--- src/hdl/AcqPkg.sv ---
// Acquired data path types
package AcqPkg;

    // Parallel data word from the ASIC, same width on the output
    typedef logic [15:0] AcqWord;

    // FIFO fill count
    // 8 bits covers a depth of up to 128
    typedef logic [7:0] FifoLevel;

endpackage

--- src/hdl/SweepPkg.sv ---
// Sweep-level types and constants
package SweepPkg;

    // Threshold DAC code of the readout ASIC
    typedef logic [9:0] DacCode;

    // Data words collected per DAC step
    typedef logic [15:0] PackageCount;

    // Tag in the upper bits of each step header
    // Header word is {HeaderTag, DacCode}
    localparam logic [5:0] HeaderTag = 6'b101010;

    // Controller states, in sweep order
    typedef enum logic [3:0] {
        IDLE, LOAD, WAITCFG, ACQSTART, COLLECT,
        HEADER, DRAIN, WAITTX, NEXT, DONE
    } SweepState;

endpackage

--- src/hdl/SweepAcqControl.sv ---
`timescale 1ns/1ns

module SweepAcqControl (
    input  logic                  Clk,
    input  logic                  reset_n,
    input  logic                  StartPulse,
    input  logic                  DataTransmitDone,
    input  SweepPkg::DacCode      StartDAC0,
    input  SweepPkg::DacCode      EndDAC0,
    input  SweepPkg::PackageCount MaxPackageNumber,
    input  logic                  ParallelData_en,
    input  logic                  MicrorocConfigDone,
    input  AcqPkg::AcqWord        FifoData,
    output logic                  SingleACQStart,
    output logic                  ACQDone,
    output SweepPkg::DacCode      OutDAC0,
    output logic                  LoadSCParameter,
    output logic                  FifoRead,
    output logic                  FifoClear,
    output AcqPkg::AcqWord        SweepACQData,
    output logic                  SweepACQData_en
);

    SweepPkg::SweepState   state;
    // Current DAC code, drives OutDAC0
    SweepPkg::DacCode      curDac;
    // Strobes seen in this step
    SweepPkg::PackageCount pkgCount;
    // FIFO reads issued in this step
    SweepPkg::PackageCount readsIssued;
    // Read issued last cycle, FIFO data valid now
    logic                  readValid;

    //////////////////////////////
    // Sweep state machine
    //////////////////////////////

    always_ff @(posedge Clk or negedge reset_n) begin
        if (!reset_n) begin
            state       <= SweepPkg::IDLE;
            curDac      <= '0;
            pkgCount    <= '0;
            readsIssued <= '0;
        end else begin
            case (state)
                SweepPkg::IDLE: begin
                    // Starts outside IDLE are ignored
                    if (StartPulse) begin
                        curDac <= StartDAC0;
                        // Empty range, straight to done
                        if (StartDAC0 > EndDAC0)
                            state <= SweepPkg::DONE;
                        else
                            state <= SweepPkg::LOAD;
                    end
                end
                SweepPkg::LOAD: begin
                    // Load pulse lasts this one cycle
                    state <= SweepPkg::WAITCFG;
                end
                SweepPkg::WAITCFG: begin
                    // Latency set by the slow-control shifter
                    if (MicrorocConfigDone)
                        state <= SweepPkg::ACQSTART;
                end
                SweepPkg::ACQSTART: begin
                    pkgCount    <= '0;
                    readsIssued <= '0;
                    state       <= SweepPkg::COLLECT;
                end
                SweepPkg::COLLECT: begin
                    // Limit reached, all words are in the FIFO by now
                    if (pkgCount == MaxPackageNumber)
                        state <= SweepPkg::HEADER;
                    else if (ParallelData_en)
                        pkgCount <= pkgCount + 1'b1;
                end
                SweepPkg::HEADER: begin
                    if (FifoRead)
                        readsIssued <= readsIssued + 1'b1;
                    state <= SweepPkg::DRAIN;
                end
                SweepPkg::DRAIN: begin
                    if (FifoRead)
                        readsIssued <= readsIssued + 1'b1;
                    // Last read already issued, its word shows this cycle
                    if (readsIssued == MaxPackageNumber)
                        state <= SweepPkg::WAITTX;
                end
                SweepPkg::WAITTX: begin
                    if (DataTransmitDone)
                        state <= SweepPkg::NEXT;
                end
                SweepPkg::NEXT: begin
                    // FIFO cleared here, then step the code
                    if (curDac == EndDAC0) begin
                        state <= SweepPkg::DONE;
                    end else begin
                        curDac <= curDac + 1'b1;
                        state  <= SweepPkg::LOAD;
                    end
                end
                SweepPkg::DONE: begin
                    state <= SweepPkg::IDLE;
                end
                default: begin
                    state <= SweepPkg::IDLE;
                end
            endcase
        end
    end

    //////////////////////////////
    // FIFO read tracking
    //////////////////////////////

    // Back-to-back reads from the header cycle on
    assign FifoRead = ((state == SweepPkg::HEADER) || (state == SweepPkg::DRAIN))
                      && (readsIssued != MaxPackageNumber);

    // FIFO read latency is one cycle
    always_ff @(posedge Clk or negedge reset_n) begin
        if (!reset_n)
            readValid <= 1'b0;
        else
            readValid <= FifoRead;
    end

    // Surplus words after each step
    // also stale strobes before this step's data
    assign FifoClear = (state == SweepPkg::NEXT) || (state == SweepPkg::ACQSTART);

    //////////////////////////////
    // Outputs
    //////////////////////////////

    assign LoadSCParameter = (state == SweepPkg::LOAD);
    assign SingleACQStart  = (state == SweepPkg::ACQSTART);
    assign ACQDone         = (state == SweepPkg::DONE);
    assign OutDAC0         = curDac;

    // Header first, then FIFO words as they come back
    assign SweepACQData    = (state == SweepPkg::HEADER) ? {SweepPkg::HeaderTag, curDac}
                                                         : FifoData;
    assign SweepACQData_en = (state == SweepPkg::HEADER) || readValid;

    // Loaded code stays inside the sweep range
    loadInRange: assert property (@(posedge Clk) disable iff (!reset_n)
        LoadSCParameter |-> (OutDAC0 <= EndDAC0))
        else $error("Load with code %0d above end %0d", OutDAC0, EndDAC0);

    // No output data while the ASIC is configuring
    quietInConfig: assert property (@(posedge Clk) disable iff (!reset_n)
        (state == SweepPkg::WAITCFG) |-> !SweepACQData_en)
        else $error("Output data during configuration");

endmodule

--- src/hdl/SweepAcqFifo.sv ---
`timescale 1ns/1ns

module SweepAcqFifo #(
    parameter int FifoDepth = 128
) (
    input  logic             Clk,
    input  logic             reset_n,
    input  logic             Clear,
    input  AcqPkg::AcqWord   WriteData,
    input  logic             Write,
    input  logic             Read,
    output AcqPkg::AcqWord   ReadData,
    output logic             Full,
    output logic             Empty,
    output AcqPkg::FifoLevel Level
);

    localparam int AddrWidth = $clog2(FifoDepth);

    AcqPkg::AcqWord         mem [FifoDepth];
    logic [AddrWidth-1:0]   wrPtr;
    logic [AddrWidth-1:0]   rdPtr;
    AcqPkg::FifoLevel       count;
    logic                   doWrite;
    logic                   doRead;

    // Depth must be a power of two, 128 at most
    initial begin
        assert (FifoDepth <= 128 && (FifoDepth & (FifoDepth - 1)) == 0)
            else $fatal(1, "Bad FIFO depth %0d", FifoDepth);
    end

    assign Full  = (count == AcqPkg::FifoLevel'(FifoDepth));
    assign Empty = (count == '0);
    assign Level = count;

    // Full drops writes, empty ignores reads
    assign doWrite = Write && !Full && !Clear;
    assign doRead  = Read && !Empty && !Clear;

    //////////////////////////////
    // Pointers and count
    //////////////////////////////

    always_ff @(posedge Clk or negedge reset_n) begin
        if (!reset_n) begin
            wrPtr <= '0;
            rdPtr <= '0;
            count <= '0;
        end else if (Clear) begin
            // Empty in one cycle
            wrPtr <= '0;
            rdPtr <= '0;
            count <= '0;
        end else begin
            // Pointers wrap on power-of-two depth
            if (doWrite)
                wrPtr <= wrPtr + 1'b1;
            if (doRead)
                rdPtr <= rdPtr + 1'b1;
            count <= count + AcqPkg::FifoLevel'(doWrite) - AcqPkg::FifoLevel'(doRead);
        end
    end

    //////////////////////////////
    // Storage, registered read
    //////////////////////////////

    always_ff @(posedge Clk) begin
        if (doWrite)
            mem[wrPtr] <= WriteData;
        // Word valid the cycle after Read
        if (doRead)
            ReadData <= mem[rdPtr];
    end

    noOverflow: assert property (@(posedge Clk) disable iff (!reset_n)
        !(Write && Full && !Clear))
        else $error("FIFO write while full, word dropped");

    noUnderflow: assert property (@(posedge Clk) disable iff (!reset_n)
        !(Read && Empty))
        else $error("FIFO read while empty");

endmodule

--- src/hdl/SweepAcqTop.sv ---
`timescale 1ns/1ns

module SweepAcqTop #(
    parameter int FifoDepth = 128
) (
    input  logic                  Clk,
    input  logic                  reset_n,
    // Sweep control
    input  logic                  SweepStart,
    output logic                  SingleACQStart,
    output logic                  ACQDone,
    input  logic                  DataTransmitDone,
    // Sweep parameters, held during a sweep
    input  SweepPkg::DacCode      StartDAC0,
    input  SweepPkg::DacCode      EndDAC0,
    input  SweepPkg::PackageCount MaxPackageNumber,
    // ASIC parallel data
    input  AcqPkg::AcqWord        ParallelData,
    input  logic                  ParallelData_en,
    // ASIC slow control
    output SweepPkg::DacCode      OutDAC0,
    output logic                  LoadSCParameter,
    input  logic                  MicrorocConfigDone,
    // Output stream to host
    output AcqPkg::AcqWord        SweepACQData,
    output logic                  SweepACQData_en
);

    //////////////////////////////
    // Start edge detector
    //////////////////////////////

    logic startSync1;
    logic startSync2;
    logic StartPulse;

    // Two sync flops, then a registered rising-edge pulse
    always_ff @(posedge Clk or negedge reset_n) begin
        if (!reset_n) begin
            startSync1 <= 1'b0;
            startSync2 <= 1'b0;
            StartPulse <= 1'b0;
        end else begin
            startSync1 <= SweepStart;
            startSync2 <= startSync1;
            // One pulse per rising level, held level gives nothing more
            StartPulse <= startSync1 & ~startSync2;
        end
    end

    //////////////////////////////
    // Controller and data FIFO
    //////////////////////////////

    logic                 FifoRead;
    logic                 FifoClear;
    AcqPkg::AcqWord       FifoData;
    AcqPkg::FifoLevel     fifoLevel;

    SweepAcqControl uControl (
        .Clk                (Clk),
        .reset_n            (reset_n),
        .StartPulse         (StartPulse),
        .DataTransmitDone   (DataTransmitDone),
        .StartDAC0          (StartDAC0),
        .EndDAC0            (EndDAC0),
        .MaxPackageNumber   (MaxPackageNumber),
        .ParallelData_en    (ParallelData_en),
        .MicrorocConfigDone (MicrorocConfigDone),
        .FifoData           (FifoData),
        .SingleACQStart     (SingleACQStart),
        .ACQDone            (ACQDone),
        .OutDAC0            (OutDAC0),
        .LoadSCParameter    (LoadSCParameter),
        .FifoRead           (FifoRead),
        .FifoClear          (FifoClear),
        .SweepACQData       (SweepACQData),
        .SweepACQData_en    (SweepACQData_en)
    );

    // Write side straight from the ASIC strobe
    // Clear pulse from the controller drops surplus words
    SweepAcqFifo #(
        .FifoDepth (FifoDepth)
    ) uFifo (
        .Clk       (Clk),
        .reset_n   (reset_n),
        .Clear     (FifoClear),
        .WriteData (ParallelData),
        .Write     (ParallelData_en),
        .Read      (FifoRead),
        .ReadData  (FifoData),
        .Full      (),
        .Empty     (),
        .Level     (fifoLevel)
    );

    // Package limit must fit in the FIFO
    packageFits: assert property (@(posedge Clk) disable iff (!reset_n)
        StartPulse |-> (MaxPackageNumber <= FifoDepth))
        else $error("MaxPackageNumber %0d exceeds FIFO depth", MaxPackageNumber);

    // Whole package buffered when the header goes out
    packageBuffered: assert property (@(posedge Clk) disable iff (!reset_n)
        $rose(SweepACQData_en) |-> (16'(fifoLevel) >= MaxPackageNumber))
        else $error("FIFO holds %0d words at header", fifoLevel);

endmodule

--- config.mk ---
export PLATFORM = sky130hd
export DESIGN_NAME = SweepAcqTop
export DESIGN_NICKNAME = d
export VERILOG_FILES = /design/src/hdl/AcqPkg.sv /design/src/hdl/SweepPkg.sv /design/src/hdl/SweepAcqControl.sv /design/src/hdl/SweepAcqFifo.sv /design/src/hdl/SweepAcqTop.sv
export SDC_FILE = /design/constraint.sdc
export NUM_CORES = 2
export LEC_CHECK = 0
export BUFFER_PORTS_ARGS = -buffer_cell sky130_fd_sc_hd__buf_2
export CAP_MARGIN = 15
export CORE_MARGIN = 2
export CORE_UTILIZATION = 45
export DETAILED_ROUTE_END_ITERATION = 12
export HOLD_SLACK_MARGIN = 0.15
export SYNTH_ARGS = -nofsm -noshare
export SYNTH_HDL_FRONTEND = slang
export SYNTH_SLANG_ARGS = --single-unit
--- constraint.sdc ---
create_clock -name Clk -period 9.5 [get_ports Clk]
set_input_delay 1.9 -clock Clk [delete_from_list [all_inputs] [get_ports Clk]]
set_output_delay 1.9 -clock Clk [all_outputs]
set_load 0.01 [all_outputs]
Yosys cells after proc, flatten, opt, wreduce, memory -nomap -nowiden
Memories as Yosys holds them, arrays and structs flattened. A register that Yosys moved wholly into a read port is not among the register bits.
Cells that the tools add are included.
Cells by class
  add/sub/neg operators: 7
  magnitude comparators: 1
  equality and inequality tests: 23
  muxes and demuxes: 24
  bitwise operators: 2
  reductions and logical operators: 23
Operator list (number)
  $mux W16: 4
  $pmux W16 S2: 2
  $pmux W4 S9: 1
  $add A16 B1 Y16 const B: 2
  $eq A16 B16 Y1: 2
  $mux W4: 7
  $mux W7: 4
  $mux W10: 2
  $pmux W10 S2: 1
  $eq A4 B3 Y1 const B: 4
  $ne A16 B16 Y1: 1
  $add A7 B1 Y7 const B: 2
  $ne A2 B2 Y1 const B: 6
  $add A10 B1 Y10 const B: 1
  $eq A10 B10 Y1: 1
  $gt A10 B10 Y1: 1
  $reduce_bool A2 Y1: 5
  $add A8 B1 Y8: 1
  $eq A4 B2 Y1 const B: 2
  $eq A4 B4 Y1 const B: 2
  $eq A8 B8 Y1 const B: 1
  $logic_not A8 Y1: 1
  $mux W8: 1
  $sub A8 B1 Y8: 1
  13 further kinds: 25
Storage, ports and cells
  register bits after elaboration: 72
  memory bits (writable): 2048
  input bits: 58
  output and inout bits: 30
  memories kept: 1
Memory list
  uFifo.mem: depth 128, width 16, rd ports 1, clocked after memory_dff 1, wr ports 1, RTL line SweepAcqFifo.sv:20  | AcqPkg::AcqWord mem [FifoDepth];

Depth between registers and ports, before layout
  depth in word-level cells: 7
  depth in mapped cells: 16
  gate-level depth less buffers: 16

Modules after synthesis
From an unflattened synthesis, not the netlist that was laid out.
Second synthesis, totals
  cell total of the unflattened synthesis: 4170
  area, all modules: 84070.6 um^2
Modules (own cells, without submodules)
  SweepAcqFifo: times used 1, cells an instance 3731, area each 80245.7 um^2, seq. area each 62530.0 um^2
  SweepAcqControl: times used 1, cells an instance 435, area each 3736.1 um^2, seq. area each 1176.1 um^2
  SweepAcqTop: times used 1, cells an instance 4, area each 88.8 um^2, seq. area each 75.1 um^2

Worst setup path before layout
Ideal clock, no wire load.
  kind: input-to-reg
  start point: in MaxPackageNumber[1]
  end point: reg uFifo.count[7] (netlist: uFifo.Level[7])
  arrival: 4728 ps
  data required time: 9405 ps
  slack: 4677 ps
  stages on the path: 14
  buffers on the path: 0
  cells stage by stage: xor2_1 nor4_1 nand4_1 nand3_1 inv_1 ha_1 inv_1 ha_1 a21o_1 a21oi_1 o21bai_1 a2111oi_0 o21ai_0 o31ai_1
Between the ends
  cells in the longest elaborated chain, start to end: 6
Ends and longest elaborated chain
  from (decl): RTL line SweepAcqTop.sv:16  | input SweepPkg::PackageCount MaxPackageNumber,
  $ne A16 B16 Y1: RTL line SweepAcqControl.sv:119  | && (readsIssued != MaxPackageNumber);
  $logic_and A1 B1 Y1: RTL line SweepAcqControl.sv:119
  $logic_and A1 B1 Y1 (2 in a row): RTL line SweepAcqFifo.sv:39  | assign doRead = Read && !Empty && !Clear;
  via uFifo.doRead: RTL line SweepAcqFifo.sv:25  | logic doRead;
  $sub A8 B1 Y8: RTL line SweepAcqFifo.sv:61  | count <= count + AcqPkg::FifoLevel'(doWrite) - AcqPkg::FifoLevel'(doRead);
  $mux W8: RTL line SweepAcqFifo.sv:50  | end else if (Clear) begin
  to (signal assigned): RTL line SweepAcqFifo.sv:61
  to (decl): RTL line SweepAcqFifo.sv:23  | AcqPkg::FifoLevel count;
The timed path passes the listed nets, and every way through them passes these cells.
A chain may end at the register's enable or synchronous reset.

Final worst setup path
Ends and elaborated chain as after synthesis.

==> run metrics <==
outcome=finished, final reports clean; Synth cell types=70; Sequential cell area=about 64000 um2; I/O Buffers=a little under 90; layout cell share with drive strength beyond 1=24.3%; CP required=about 10 ns; multi-input combinational cell area=roughly 19000 um2; family with the most delay on the worst path=simple AND/OR/NAND/NOR gates; CTS H-tree lvls=4; Slew HR=25.3%; post-synth top area cell=edfxtp_1; Final Max Tran Viols=0; Worst Setup Start Kind=input port; design area=about 94000 um2; Min-Delay Path Class=reg2reg; DR vias/cell=between 6 and 7; clock latency on the worst-skew pair=approximately 0.85 ns; Syn-to-layout area delta=12.9%; ys async rst share=3.37%; row cnt=between 150 and 200; vias in the first global route=about 42000; clk_skew=just under 0.04 ns; Post-Syn Area=83700 um2; Antenna Nets Post-Route=0; WHS=approximately 0.38 ns; Lkg Pwr=around 0.03 uW; clk slew on worst S/H paths=about 0.060 ns; Placer Congestion=approximately 0.86; Crit Path Max Fanout=14; CTS Sinks=2136; detailed-route via count=between 40000 and 50000; first-pass GRT wire length=just over 300000 um; Setup-failing EPs final=0; final WL=between 200000 and 250000 um; die area=189000 um2; sequential share of the synthesized area=~76%; CTS tree=done; Starting Density=a little under half; Post-Synth Simple-Gate Area=~2.5%; GR Util All Layers=a little under a quarter; CTS root buf=clkbuf_16; wl on met1=around 91000 um; Core ar.=roughly 190000 um2; pwr dens=~270 nW/um2; Die Ht=approximately 440 um; largest net degree at the start of global routing=96; Post-Syn Instances=4061; largest family of logic cells by synthesized area=multiplexers; #FFs+latches synth=about 2100; WP buf/inv=3; Worst Max-Slew Pin Slew=roughly 1.1 ns; Tmin final=about 5.0 ns; Iteration-0 DRC Markers=roughly 5300; final hold violation count=0; I/O Pins=88; worst vdd ir=between 0.15 and 0.2 mV; Synth Flop Type=edfxtp_1; Nets=around 4400; crit-path max cell delay=roughly 0.61 ns; post-synthesis xor/xnor area fraction=less than 1%; DP Area=about 90000 um2; final core occ=roughly 51%; remaining global-route overflow=0; Crit-path slowest cell=nand4_1; Power Total=approximately 25000 uW; Post-Syn Nets=4147; setup bufs post-CTS=0; DR WL met2=103000 um; Max clock buf depth=3; Tcrit/Tclk final=between 50 and 60%; hpwl dp=about 130000 um; Total Neg Setup Slack=0 ns; RSZ-0062 raised after global routing=no; first drt pass iteration count=5; DRC=0; Hold-fix buffers, CTS=0; CP Cell Sequence=buf_2 -> xor2_1 -> nor4_1 -> nand4_1 -> nand3_1 -> inv_1 -> ha_1 -> inv_1 -> ha_1 -> a21o_1 -> a21oi_1 -> o21bai_1 -> a2111oi_0 -> o21ai_0 -> o31ai_1; post-synth top area share=74.1%; main area contributors after synthesis=edfxtp_1 74%, mux4_2 12%, dfrtp_1 2.2%; metal3 WL=about 15000 um; synth warn=0; Max Fclk=202 MHz; post-synthesis mux area share=14.2%; initial antenna violation count=9; Post-synth EDFFs=2064; Filler cells=between 10000 and 15000; number of max-cap violations=0; Die W=around 440 um; CTS buffer count=214; crit path DAT=between 5 and 6 ns; WL/cell=just over 30 um; crit path kind=in2reg; Top Layer Used=met5; Compound-Gate Fraction of Synth Area=about 4.3%; Setup crit end kind=flop; ant diodes=0; adder-cell share of the synthesized area=less than 1%; post-cts resize count=0; syn avg cell area=approximately 21 um2
worst paths after layout:
| path | startpoint | to | slack (ns) | depth (start not counted) |
|---|---|---|---|---|
| max | MaxPackageNumber[1] | uFifo.Level[7] | 4.55 | 15 |
| min in group asynchronous | reset_n | uControl.pkgCount[10] | 1.01 | 1 |
| max reg2reg | uFifo.rdPtr[1] | uFifo.ReadData[10] | 4.97 | 7 |
| min reg2reg | startSync1 | startSync2 | 0.38 | 0 |
| max in group asynchronous | reset_n | uFifo.rdPtr[2] | 7.49 | 2 |
| min | startSync1 | startSync2 | 0.38 | 0 |
area by class of cell:
class                           instances  area share, %
Clock buffer                          259           5.90
Clock inverter                        133           1.44
Inverter                               34          0.135
Multi-Input combinational cell       1666           19.6
Sequential cell                      2136           67.5
Tap cell                             2480           3.28
Timing Repair Buffer                  279           2.10
layer usage:
metal / track usage (%) / vias up
met2: 35.7 / 1721
met3: 3.66 / 329
met4: 7.24 / 8
met5: 0 / -
li1: - / 17500
met1: 32.7 / 22500
power breakdown:
group / internal [uW] / switching, uW
Clock: 4800 / 3560
Combinational: 2520 / 3600
Sequential: 10600 / 339
Total: 17900 / 7500
worst reg2reg max path, cell delays in order (launching register included):
cell and delay (ns):
dfrtp_4 0.93, buf_4 0.67, buf_4 0.67, mux4_2 0.47
a22o_1 0.27, a211oi_1 0.71, a211oi_1 0.31, o32a_1 0.24
per-stage QoR:
step / instances / setup WS, ns
after floorplan: 4061 / 4.68
after global placement: 6595 / 3.74
after detailed placement: 6595 / 3.73
after CTS: 6987 / 4.62
after global routing: 6987 / 4.08
final: 6987 / 4.55
synthesized netlist by cell type, types with 11 or more instances:
master and n:
o32a_1 13, mux2i_1 149, a22o_1 28, buf_6 31
nand3_1 47, a22oi_1 103, o21ai_0 52, nor2_1 193
dfrtp_1 72, nor2b_1 22, mux2_2 31, nand4_1 15
a21oi_1 70, xor2_1 45, and3_1 11, nor3_1 16
edfxtp_1 2064, inv_1 34, buf_2 44, o221ai_1 31
a21o_1 12, ha_1 27, mux4_2 446, clkbuf_1 108
a221oi_1 14, nand2b_1 15, xnor2_1 20, nand2_1 66
buf_4 30, o22ai_1 44, a211oi_1 76
sequential cells by signal, summed over array words and instances, names as in the netlist, 4 cells and up:
register              count
uFifo.Level               8
uFifo.wrPtr               7
uControl.state            4
uFifo.ReadData           16
uFifo.rdPtr               7
uFifo.mem              2048
uControl.pkgCount        16
uControl.OutDAC0         10
uControl.readsIssued     16
logic make-up (layout without fill, tap and decap cells):
group,Yosys count,count (layout)
buffers and inverters,259,705
DFF,2136,2136
and+or+nand+nor,440,440
adders and majority gates,28,28
xor gates and xnor gates,65,65
muxes,626,626
AOI/OAI and AO/OA,507,507
layout by cell type, fill, tap and decap left out, types with 49 or more instances in the layout:
cell and count:
clkbuf_16 216, a211oi_1 76, clkinv_1 49, o21ai_0 52
nor2_1 179, dfrtp_1 68, mux2i_1 149, nand2_1 66
a22oi_1 103, buf_2 70, edfxtp_1 2064, mux4_2 446
buf_4 204, a21oi_1 69
No activity file was read; power rests on OpenSTA's default activity.
